==> src/include/soc_defs.svh <==
`ifndef SOC_DEFS_SVH
`define SOC_DEFS_SVH

// Bus widths
`define SOC_DATA_W 32
`define SOC_ADDR_W 30

// Address map in words, devices packed from zero
`define SOC_DEVTBL_BASE 0
`define SOC_DEVTBL_WORDS 16
`define SOC_INTCTRL_BASE 16
`define SOC_INTCTRL_WORDS 4

// Device table, invalid device last
`define SOC_SLAVE_COUNT 3

// Ids reported through the device table
`define SOC_ID_DEVTBL 7
`define SOC_ID_INTCTRL 3
`define SOC_ID_INVALID 0
`define SOC_SOC_ID 5

// Cycles of system reset after the button or a software request
`define SOC_RST_CYCLES 16

// Interrupt sources on the single destination
`define SOC_IRQ_SRC_COUNT 2

`endif

==> src/hw/soc_pkg.sv <==
`include "soc_defs.svh"

package soc_pkg;

	typedef logic [`SOC_DATA_W-1:0] data_t;

	// Word address, byte offset bits are not carried
	typedef logic [`SOC_ADDR_W-1:0] addr_t;

	typedef logic [`SOC_IRQ_SRC_COUNT-1:0] irq_vec_t;

	typedef enum logic [1:0] {
		OP_NONE  = 2'd0,
		OP_WRITE = 2'd1,
		OP_READ  = 2'd2
	} bus_op_t;

	typedef enum logic [1:0] {
		SEL_DEVTBL,
		SEL_INTCTRL,
		SEL_INVALID
	} slave_sel_t;

	// Encoding of bits 1:0 of the device table control word
	typedef enum logic [1:0] {
		RST_REQ_NONE     = 2'd0,
		RST_REQ_POWEROFF = 2'd1,
		RST_REQ_WARM     = 2'd2,
		RST_REQ_COLD     = 2'd3
	} rst_req_t;

endpackage

==> src/hw/reset_seq.sv <==
`timescale 1ns/1ps
`include "soc_defs.svh"

module reset_seq
	import soc_pkg::*;
(
	input  logic     clk48mhz,
	input  logic     rst_p,
	input  rst_req_t rst_req_i,
	output logic     sys_rst_o
);

	localparam int CNT_W = $clog2(`SOC_RST_CYCLES + 1);

	logic [CNT_W-1:0] cnt_q;
	logic             pwroff_q;
	logic             reload;

	// Cold request takes the same path as warm, there is no global reset
	assign reload = rst_p ||
		(rst_req_i == RST_REQ_WARM) ||
		(rst_req_i == RST_REQ_COLD);

	// Counts down to zero once the reload source goes away
	always_ff @(posedge clk48mhz) begin
		if (reload) begin
			cnt_q <= CNT_W'(`SOC_RST_CYCLES);
		end else if (cnt_q != '0) begin
			cnt_q <= cnt_q - 1'b1;
		end
	end

	// Power-off stays latched until the button
	always_ff @(posedge clk48mhz) begin
		if (rst_p) begin
			pwroff_q <= 1'b0;
		end else if (rst_req_i == RST_REQ_POWEROFF) begin
			pwroff_q <= 1'b1;
		end
	end

	assign sys_rst_o = (cnt_q != '0) || pwroff_q;

endmodule

==> src/hw/bus_decoder.sv <==
`timescale 1ns/1ps
`include "soc_defs.svh"

module bus_decoder
	import soc_pkg::*;
(
	input  logic    clk48mhz,
	input  logic    sys_rst_i,
	input  bus_op_t bus_op_i,
	input  addr_t   bus_addr_i,
	input  data_t   bus_wdata_i,
	output data_t   bus_rdata_o,
	output logic    bus_rdy_o,
	output logic    devtbl_stb_o,
	output logic    intctrl_stb_o,
	output logic    slv_we_o,
	output addr_t   slv_offset_o,
	output data_t   slv_wdata_o,
	input  data_t   devtbl_rdata_i,
	input  data_t   intctrl_rdata_i
);

	slave_sel_t sel;
	addr_t      offset;
	logic       accept;
	data_t      rdata_mux;

	// One request in flight, so nothing new is taken in the ready cycle
	assign accept = (bus_op_i != OP_NONE) && !bus_rdy_o && !sys_rst_i;

	// Region decode; anything outside the two maps goes to the invalid device
	always_comb begin
		sel    = SEL_INVALID;
		offset = '0;
		if ((bus_addr_i >= addr_t'(`SOC_DEVTBL_BASE)) &&
			(bus_addr_i < addr_t'(`SOC_DEVTBL_BASE + `SOC_DEVTBL_WORDS))) begin
			sel    = SEL_DEVTBL;
			offset = bus_addr_i - addr_t'(`SOC_DEVTBL_BASE);
		end else if ((bus_addr_i >= addr_t'(`SOC_INTCTRL_BASE)) &&
			(bus_addr_i < addr_t'(`SOC_INTCTRL_BASE + `SOC_INTCTRL_WORDS))) begin
			sel    = SEL_INTCTRL;
			offset = bus_addr_i - addr_t'(`SOC_INTCTRL_BASE);
		end
	end

	assign devtbl_stb_o  = accept && (sel == SEL_DEVTBL);
	assign intctrl_stb_o = accept && (sel == SEL_INTCTRL);
	assign slv_we_o      = (bus_op_i == OP_WRITE);
	assign slv_offset_o  = offset;
	assign slv_wdata_o   = bus_wdata_i;

	// Invalid device reads as zero
	always_comb begin
		unique case (sel)
			SEL_DEVTBL:  rdata_mux = devtbl_rdata_i;
			SEL_INTCTRL: rdata_mux = intctrl_rdata_i;
			default:     rdata_mux = '0;
		endcase
	end

	always_ff @(posedge clk48mhz) begin
		if (sys_rst_i) begin
			bus_rdy_o <= 1'b0;
		end else begin
			bus_rdy_o <= accept;
		end
	end

	// Captured on the accepting edge, valid with the ready pulse
	always_ff @(posedge clk48mhz) begin
		if (accept) begin
			bus_rdata_o <= (bus_op_i == OP_READ) ? rdata_mux : '0;
		end
	end

endmodule

==> src/hw/dev_table.sv <==
`timescale 1ns/1ps
`include "soc_defs.svh"

module dev_table
	import soc_pkg::*;
(
	input  logic     clk48mhz,
	input  logic     sys_rst_i,
	input  logic     stb_i,
	input  logic     we_i,
	input  addr_t    offset_i,
	input  data_t    wdata_i,
	output data_t    rdata_o,
	output rst_req_t rst_req_o
);

	// Per slave, in decoder order
	localparam int ENT_ID [`SOC_SLAVE_COUNT] = '{
		`SOC_ID_DEVTBL, `SOC_ID_INTCTRL, `SOC_ID_INVALID
	};
	// Map sizes in bytes, invalid device has no map of its own
	localparam int ENT_MAPSZ [`SOC_SLAVE_COUNT] = '{
		`SOC_DEVTBL_WORDS * 4, `SOC_INTCTRL_WORDS * 4, 0
	};
	localparam logic [`SOC_SLAVE_COUNT-1:0] ENT_USEINTR = '0;

	localparam addr_t SOCID_WORD = addr_t'(`SOC_DEVTBL_WORDS - 2);
	localparam addr_t CTRL_WORD  = addr_t'(`SOC_DEVTBL_WORDS - 1);

	logic ctrl_wr;

	assign ctrl_wr = stb_i && we_i && (offset_i == CTRL_WORD);

	// Two words per entry, then the SoC id; the control word reads as zero
	always_comb begin
		rdata_o = '0;
		for (int i = 0; i < `SOC_SLAVE_COUNT; i++) begin
			if (offset_i == addr_t'(2 * i)) begin
				rdata_o[31]   = ENT_USEINTR[i];
				rdata_o[15:0] = 16'(ENT_ID[i]);
			end
			if (offset_i == addr_t'(2 * i + 1)) begin
				rdata_o = data_t'(ENT_MAPSZ[i]);
			end
		end
		if (offset_i == SOCID_WORD) begin
			rdata_o = data_t'(`SOC_SOC_ID);
		end
	end

	// One-cycle request toward the reset sequencer
	always_ff @(posedge clk48mhz) begin
		if (sys_rst_i) begin
			rst_req_o <= RST_REQ_NONE;
		end else if (ctrl_wr) begin
			rst_req_o <= rst_req_t'(wdata_i[1:0]);
		end else begin
			rst_req_o <= RST_REQ_NONE;
		end
	end

endmodule

==> src/hw/int_ctrl.sv <==
`timescale 1ns/1ps
`include "soc_defs.svh"

module int_ctrl
	import soc_pkg::*;
(
	input  logic     clk48mhz,
	input  logic     sys_rst_i,
	input  logic     stb_i,
	input  logic     we_i,
	input  addr_t    offset_i,
	input  data_t    wdata_i,
	output data_t    rdata_o,
	input  irq_vec_t irq_src_i,
	output irq_vec_t irq_ack_o,
	output logic     irq_o
);

	localparam addr_t CLAIM_WORD = addr_t'(0);
	localparam addr_t MASK_WORD  = addr_t'(1);

	irq_vec_t en_q;
	irq_vec_t pend;
	irq_vec_t claim_ack;
	data_t    claim_idx;
	logic     claim;
	logic     mask_wr;

	assign pend  = irq_src_i & en_q;
	assign irq_o = |pend;

	assign claim   = stb_i && !we_i && (offset_i == CLAIM_WORD);
	assign mask_wr = stb_i && we_i && (offset_i == MASK_WORD);

	// Lowest index wins, so scan from the top down
	always_comb begin
		claim_idx = '1;
		claim_ack = '0;
		for (int i = `SOC_IRQ_SRC_COUNT - 1; i >= 0; i--) begin
			if (pend[i]) begin
				claim_idx    = data_t'(i);
				claim_ack    = '0;
				claim_ack[i] = 1'b1;
			end
		end
	end

	always_comb begin
		rdata_o = '0;
		if (offset_i == CLAIM_WORD) begin
			rdata_o = claim_idx;
		end else if (offset_i == MASK_WORD) begin
			rdata_o[`SOC_IRQ_SRC_COUNT-1:0] = en_q;
		end
	end

	always_ff @(posedge clk48mhz) begin
		if (sys_rst_i) begin
			en_q <= '0;
		end else if (mask_wr) begin
			en_q <= wdata_i[`SOC_IRQ_SRC_COUNT-1:0];
		end
	end

	// Ack lines up with the bus ready of the claim read
	always_ff @(posedge clk48mhz) begin
		if (sys_rst_i) begin
			irq_ack_o <= '0;
		end else if (claim) begin
			irq_ack_o <= claim_ack;
		end else begin
			irq_ack_o <= '0;
		end
	end

endmodule

==> src/hw/soc_top.sv <==
`timescale 1ns/1ps

module soc_top
	import soc_pkg::*;
(
	input  logic     clk48mhz,
	input  logic     rst_p,
	input  bus_op_t  bus_op_i,
	input  addr_t    bus_addr_i,
	input  data_t    bus_wdata_i,
	output data_t    bus_rdata_o,
	output logic     bus_rdy_o,
	input  irq_vec_t irq_src_i,
	output irq_vec_t irq_ack_o,
	output logic     irq_o,
	output logic     sys_rst_o
);

	rst_req_t rst_req;
	logic     devtbl_stb;
	logic     intctrl_stb;
	logic     slv_we;
	addr_t    slv_offset;
	data_t    slv_wdata;
	data_t    devtbl_rdata;
	data_t    intctrl_rdata;

	reset_seq reset_seq_inst (
		.clk48mhz  (clk48mhz),
		.rst_p     (rst_p),
		.rst_req_i (rst_req),
		.sys_rst_o (sys_rst_o)
	);

	bus_decoder bus_decoder_inst (
		.clk48mhz        (clk48mhz),
		.sys_rst_i       (sys_rst_o),
		.bus_op_i        (bus_op_i),
		.bus_addr_i      (bus_addr_i),
		.bus_wdata_i     (bus_wdata_i),
		.bus_rdata_o     (bus_rdata_o),
		.bus_rdy_o       (bus_rdy_o),
		.devtbl_stb_o    (devtbl_stb),
		.intctrl_stb_o   (intctrl_stb),
		.slv_we_o        (slv_we),
		.slv_offset_o    (slv_offset),
		.slv_wdata_o     (slv_wdata),
		.devtbl_rdata_i  (devtbl_rdata),
		.intctrl_rdata_i (intctrl_rdata)
	);

	dev_table dev_table_inst (
		.clk48mhz  (clk48mhz),
		.sys_rst_i (sys_rst_o),
		.stb_i     (devtbl_stb),
		.we_i      (slv_we),
		.offset_i  (slv_offset),
		.wdata_i   (slv_wdata),
		.rdata_o   (devtbl_rdata),
		.rst_req_o (rst_req)
	);

	int_ctrl int_ctrl_inst (
		.clk48mhz  (clk48mhz),
		.sys_rst_i (sys_rst_o),
		.stb_i     (intctrl_stb),
		.we_i      (slv_we),
		.offset_i  (slv_offset),
		.wdata_i   (slv_wdata),
		.rdata_o   (intctrl_rdata),
		.irq_src_i (irq_src_i),
		.irq_ack_o (irq_ack_o),
		.irq_o     (irq_o)
	);

endmodule

==> config.mk <==
export PLATFORM = sky130hd
export DESIGN_NAME = soc_top
export DESIGN_NICKNAME = d
export VERILOG_FILES = /design/src/hw/soc_pkg.sv /design/src/hw/reset_seq.sv /design/src/hw/bus_decoder.sv /design/src/hw/dev_table.sv /design/src/hw/int_ctrl.sv /design/src/hw/soc_top.sv
export VERILOG_INCLUDE_DIRS = /design/src /design/src/include
export SDC_FILE = /design/constraint.sdc
export NUM_CORES = 1
export LEC_CHECK = 0
export BUFFER_PORTS_ARGS = -buffer_cell sky130_fd_sc_hd__buf_4
export CAP_MARGIN = 20
export CORE_ASPECT_RATIO = 1.1
export CORE_MARGIN = 2
export CORE_UTILIZATION = 35
export CTS_CLUSTER_SIZE = 25
export DETAILED_ROUTE_END_ITERATION = 16
export PLACE_DENSITY_LB_ADDON = 0.15
export SLEW_MARGIN = 0
export SYNTH_ARGS = -nofsm -noshare
export SYNTH_HDL_FRONTEND = slang
export SYNTH_SLANG_ARGS = --single-unit
export TNS_END_PERCENT = 30
==> constraint.sdc <==
create_clock -name clk48mhz -period 2.6 [get_ports clk48mhz]
set_input_delay 0.26 -clock clk48mhz [delete_from_list [all_inputs] [get_ports clk48mhz]]
set_output_delay 0.26 -clock clk48mhz [all_outputs]
set_load 0.03 [all_outputs]
Word level (Yosys, flattened, before mapping). Index checks and enable logic that the tools add are counted.

Bits in writable memories: 0. Output and inout port bits: 37. Memories: 0. Word-level logic and storage cells: 75. Register bits after elaboration: 45. Memory bits (read-only): 0. Bits in latches: 0. Input bits: 68.

Shifts and indexed selects: 0. Multiplexer cells: 19. Reductions and logical operators: 26. Eq/ne operators: 13. Bitwise logic cells: 3. $add $sub $neg: 2. $lt $le $gt $ge: 4. Multiply operators: 0. Divide/modulo/power cells: 0.

Operator list (number): $mux W30 (3); $mux W32 (2); $pmux W32 S2 (1); $eq A30 B2 Y1 const B (2); $eq A30 B3 Y1 const B (2); $eq A30 B4 Y1 const B (2); $lt A30 B5 Y1 const B (2); $mux W7 (6); $eq A30 B1 Y1 const B (1); $ge A30 B1 Y1 const B (1); $ge A30 B5 Y1 const B (1); $logic_not A30 Y1 (1); $sub A30 B5 Y30 const B (1); $logic_and A1 B1 Y1 (12); $mux W2 (5); $eq A2 B1 Y1 const B (3); $eq A2 B2 Y1 const B (3); $reduce_or A2 Y1 (3); $reduce_bool A5 Y1 (1); $sub A5 B1 Y5 const B (1); $logic_not A1 Y1 (3); $logic_or A1 B1 Y1 (3); $mux W3 (1); $reduce_or A3 Y1 (1); 5 further kinds (6).

Depth between registers and ports, before layout.
Word-level depth: 13. Gate-level depth with buffers: 7. Gate-level depth less buffers: 7.

By module. Synthesis repeated with hierarchy kept, for this count alone.

Cells, all modules: 366. Area, all modules: 3308.2 sq um.

By module, submodules not included: bus_decoder (area each 2067.0 sq um, times used 1, cells each 211, sequential area each 980.9 sq um); int_ctrl (area each 504.2 sq um, times used 1, cells each 67, sequential area each 80.1 sq um); dev_table (area each 456.7 sq um, times used 1, cells each 58, sequential area each 40.0 sq um); reset_seq (area each 280.3 sq um, times used 1, cells each 30, sequential area each 120.1 sq um).

Least setup slack after synthesis. OpenSTA, ideal clock, no wires.

Path kind: reg2reg. Start point: reg reset_seq_inst.cnt_q[0]. End point: reg bus_decoder_inst.bus_rdata_o[0] (enable). Period minus slack after synthesis: 2.099 ns. Setup time: 0.377 ns. Slack: 0.501 ns. Buffers on the path: 0. Data arrival time: 1.722 ns. Stages on the path, launching flop included: 6. Data required time: 2.223 ns. Cells stage by stage: dfxtp_1 > inv_1 > ha_1 > nor4b_4 > nand2b_1 > nor3_1.

Word-level cells in the longest chain between the ends: 4.

RTL lines: from (decl) (line reset_seq.sv:15) `logic [CNT_W-1:0] cnt_q;`; from (signal assigned) (line reset_seq.sv:27) `` cnt_q <= CNT_W'(`SOC_RST_CYCLES); ``; from (signal assigned) (line reset_seq.sv:29) `cnt_q <= cnt_q - 1'b1;`; $reduce_bool A5 Y1 (line reset_seq.sv:42) `assign sys_rst_o = (cnt_q != '0) || pwroff_q;`; $logic_or A1 B1 Y1 (line reset_seq.sv:42); named net sys_rst_o (line soc_top.sv:16) `output logic sys_rst_o`; $logic_not A1 Y1 (line bus_decoder.sv:29) `assign accept = (bus_op_i != OP_NONE) && !bus_rdy_o && !sys_rst_i;`; $logic_and A1 B1 Y1 (line bus_decoder.sv:29); named net bus_decoder_inst.accept (line bus_decoder.sv:25) `logic accept;`; to (signal assigned) (line bus_decoder.sv:72) `bus_rdata_o <= (bus_op_i == OP_READ) ? rdata_mux : '0;`; to (decl) (line bus_decoder.sv:12) `output data_t bus_rdata_o,`.

The timed path passes the listed nets, and every way through them passes these cells. A chain may end at the register's enable or synchronous reset.

Final worst setup path.
Start point: reg reset_seq_inst.cnt_q[0]. End point: out sys_rst_o.

Word-level cells in the longest chain between the ends: 2.

RTL lines (line): $reduce_bool A5 Y1 (reset_seq.sv:42); $logic_or A1 B1 Y1 (reset_seq.sv:42); to (decl) (soc_top.sv:16).

Every way passes these cells.

==> flow_metrics.tcl <==
set metrics [dict create \
    die_h_um 69.0 \
    max_freq_ghz 0.526 \
    cts_tree "built" \
    grt_usage 0.135 \
    grt_pass1_wl_mm 4.73 \
    status "complete, no violations" \
    wl_met2_mm 1.46 \
    hold_path_class "input pin to flop" \
    synth_top_area_share 0.194 \
    n_antenna_cell 0 \
    dr.pass1.iters 4 \
    r2r_cells 6 \
    rsz0062_at_grt "false" \
    cts_resized 0 \
    tightest_slew_ns 0.706 \
    max_cap_violations 0 \
    grt_pass1_vias 1139 \
    io_pins 105 \
    routed_wl_mm 2.89 \
    synth_cell_types 38 \
    powerDensity_mw_per_mm2 627 \
    ys_ff_latch 19 \
    setup_tns_ns 0 \
    fin_nets 278 \
    met1Wirelength_mm 1.19 \
    place.gp.congestion 0.823 \
    finalMaxSlewViolations 0 \
    syn-cell-area_mm2 0.00134 \
    antenna_found_initial 0 \
    dr.max_layer_used "met4" \
    slew_headroom 0.529 \
    setup-violations-final 0 \
    worst_ep_arrival_time_ns 1.64 \
    ir_drop_uv 185 \
    async_flop_share 0 \
    min_period_over_period 0.731 \
    initial_core_util 0.367 \
    numPortBuffers 74 \
    grt_max_degree 28 \
    cts-root-buf "clkbuf_8" \
    final_common_cell "buf_4" \
    die_area_mm2 0.00435 \
    holdBufCountCts 0 \
    vias 1209 \
    die_width_um 63.1 \
    cts_buffers 3 \
    drtIter0Drc 56 \
    syn_to_final_growth_pct 34.1 \
    drc 0 \
    yosys.area.top_type "dfxtp_1" \
    wire_per_inst_um 11.3 \
    postSynthNetCount 226 \
    synth-main-ff-cell "dfxtp_1" \
    wl_met3_um 213 \
    path_clk_slew_ns 0.07 \
    synth_edf_count 6 \
    fin_ws_ns 0.700 \
    core-area_mm2 0.00365 \
    clockBufferDepth 2 \
    endpoint_kind "output port" \
    overflow 0 \
    seq_area_frac_synth 0.328 \
    synth.avg_cell_area_um2 8.72 \
    worstHoldPathCells 2 \
    place_ws_ns 0.511 \
    crit_fanout 6 \
    hold_viol_final 0 \
    clkLatencyLatePin_ns 0.25 \
    cts.sinks 19 \
    synthTopCellsByArea "dfxtp_1 19%, buf_4 15%, edfxtp_1 13%" \
    clock_skew_ns 0.0111 \
    criticalPathCategory "flop to output port" \
    syn_inst 154 \
    final.min_clock_period_ns 1.90 \
    ys_warn_count 0 \
    mostFrequentLayoutCells "75 x buf_4, 20 x nor2_1, 13 x nand2_1, 13 x dfxtp_1, 9 x nor3_1" \
    post_cts_buffers 0 \
    post-dp-hpwl_mm 2.46 \
    cts-htree-levels 1 \
    antenna_left 0 \
    start_kind "flop" \
    rows 23 \
    drive_gt1_frac 0.424 \
    via_per_inst 4.74 \
    leakagePower_nw 0.779 \
    cp.required_ns 2.34 \
]
-- per-layer routing --
layer  global-route usage  vias to the layer above
met5                    0                        -
met4               0.0472                        0
met3               0.0195                        2
met2                0.265                       56
met1                0.152                      531
li1                     -                      620
-- flip-flops by register name, summed over array words and instances, names as in the netlist --
signal	flops
bus_decoder_inst.bus_rdy_o	1
int_ctrl_inst.irq_ack_o	2
int_ctrl_inst.en_q	2
dev_table_inst.rst_req_o	2
bus_decoder_inst.bus_rdata_o	6
reset_seq_inst.pwroff_q	1
reset_seq_inst.cnt_q	5
-- stage by stage --
stage	std cells	power, mW	hold slack (ns)	util	area [µm²]
6_report	255	1.13	0.179	0.493	1800
5_1_grt	255	1.20	0.183	0.493	1800
4_1_cts	255	1.14	0.179	0.493	1800
3_5_place_dp	251	0.938	0.454	0.480	1750
3_3_place_gp	251	0.923	0.449	0.480	1750
2_1_floorplan	154	0.811	0.332	-	1340
-- cell type report --
cell class / instances / area [µm²]
inverters: 8 / 30.0
repair buffers: 75 / 563
clock buffers: 3 / 41.3
clock inverters: 1 / 5.00
flip-flops and latches: 19 / 440
well taps: 50 / 62.6
fillers: 372 / 1850
multi-input cells: 99 / 658
-- Yosys cell counts (all sizes together) (2+ instances only) --
library cell	instances
nor2	20
a21oi	6
nand2	13
nor3	9
nand3b	3
nor3b	2
inv	8
mux2i	2
ha	4
o21ai	3
nand3	4
edfxtp	6
o21a	2
xnor2	3
nor4b	3
dfxtp	13
nand4	2
buf	28
nor4	9
-- power by group --
group / leakage (nW) / total, mW / internal [mW] / switching [mW]
clock network: 0.0255 / 0.198 / 0.106 / 0.0921
registers: 0.161 / 0.425 / 0.362 / 0.0626
logic: 0.592 / 0.506 / 0.219 / 0.286
-- worst max-delay path, cell delays in order, from the launching register on --
cell and delay, ns:
dfxtp_1 0.31, inv_1 0.10, ha_1 0.21, nor4b_4 0.31, nand2b_1 0.22, buf_4 0.22
-- worst paths after layout --
path	startpoint	end	slack, ns
setup / recovery	reset_seq_inst.cnt_q[0]	sys_rst_o	0.70
hold / removal	rst_p	reset_seq_inst.pwroff_q	0.18
setup reg to reg	reset_seq_inst.cnt_q[0]	bus_decoder_inst.bus_rdata_o[6]	0.75
hold reg to reg	dev_table_inst.rst_req_o[0]	reset_seq_inst.pwroff_q	0.47
-- kinds of logic after synthesis --
group	share of synthesized area
muxes	0.0149
adders and majority gates	0.0373
xor gates and xnor gates	0.0196
AOI/OAI and AO/OA	0.0932
buffers and inverters	0.182
DFF	0.328
and+or+nand+nor	0.325
Note: power is estimated with default switching activity, not from simulation.
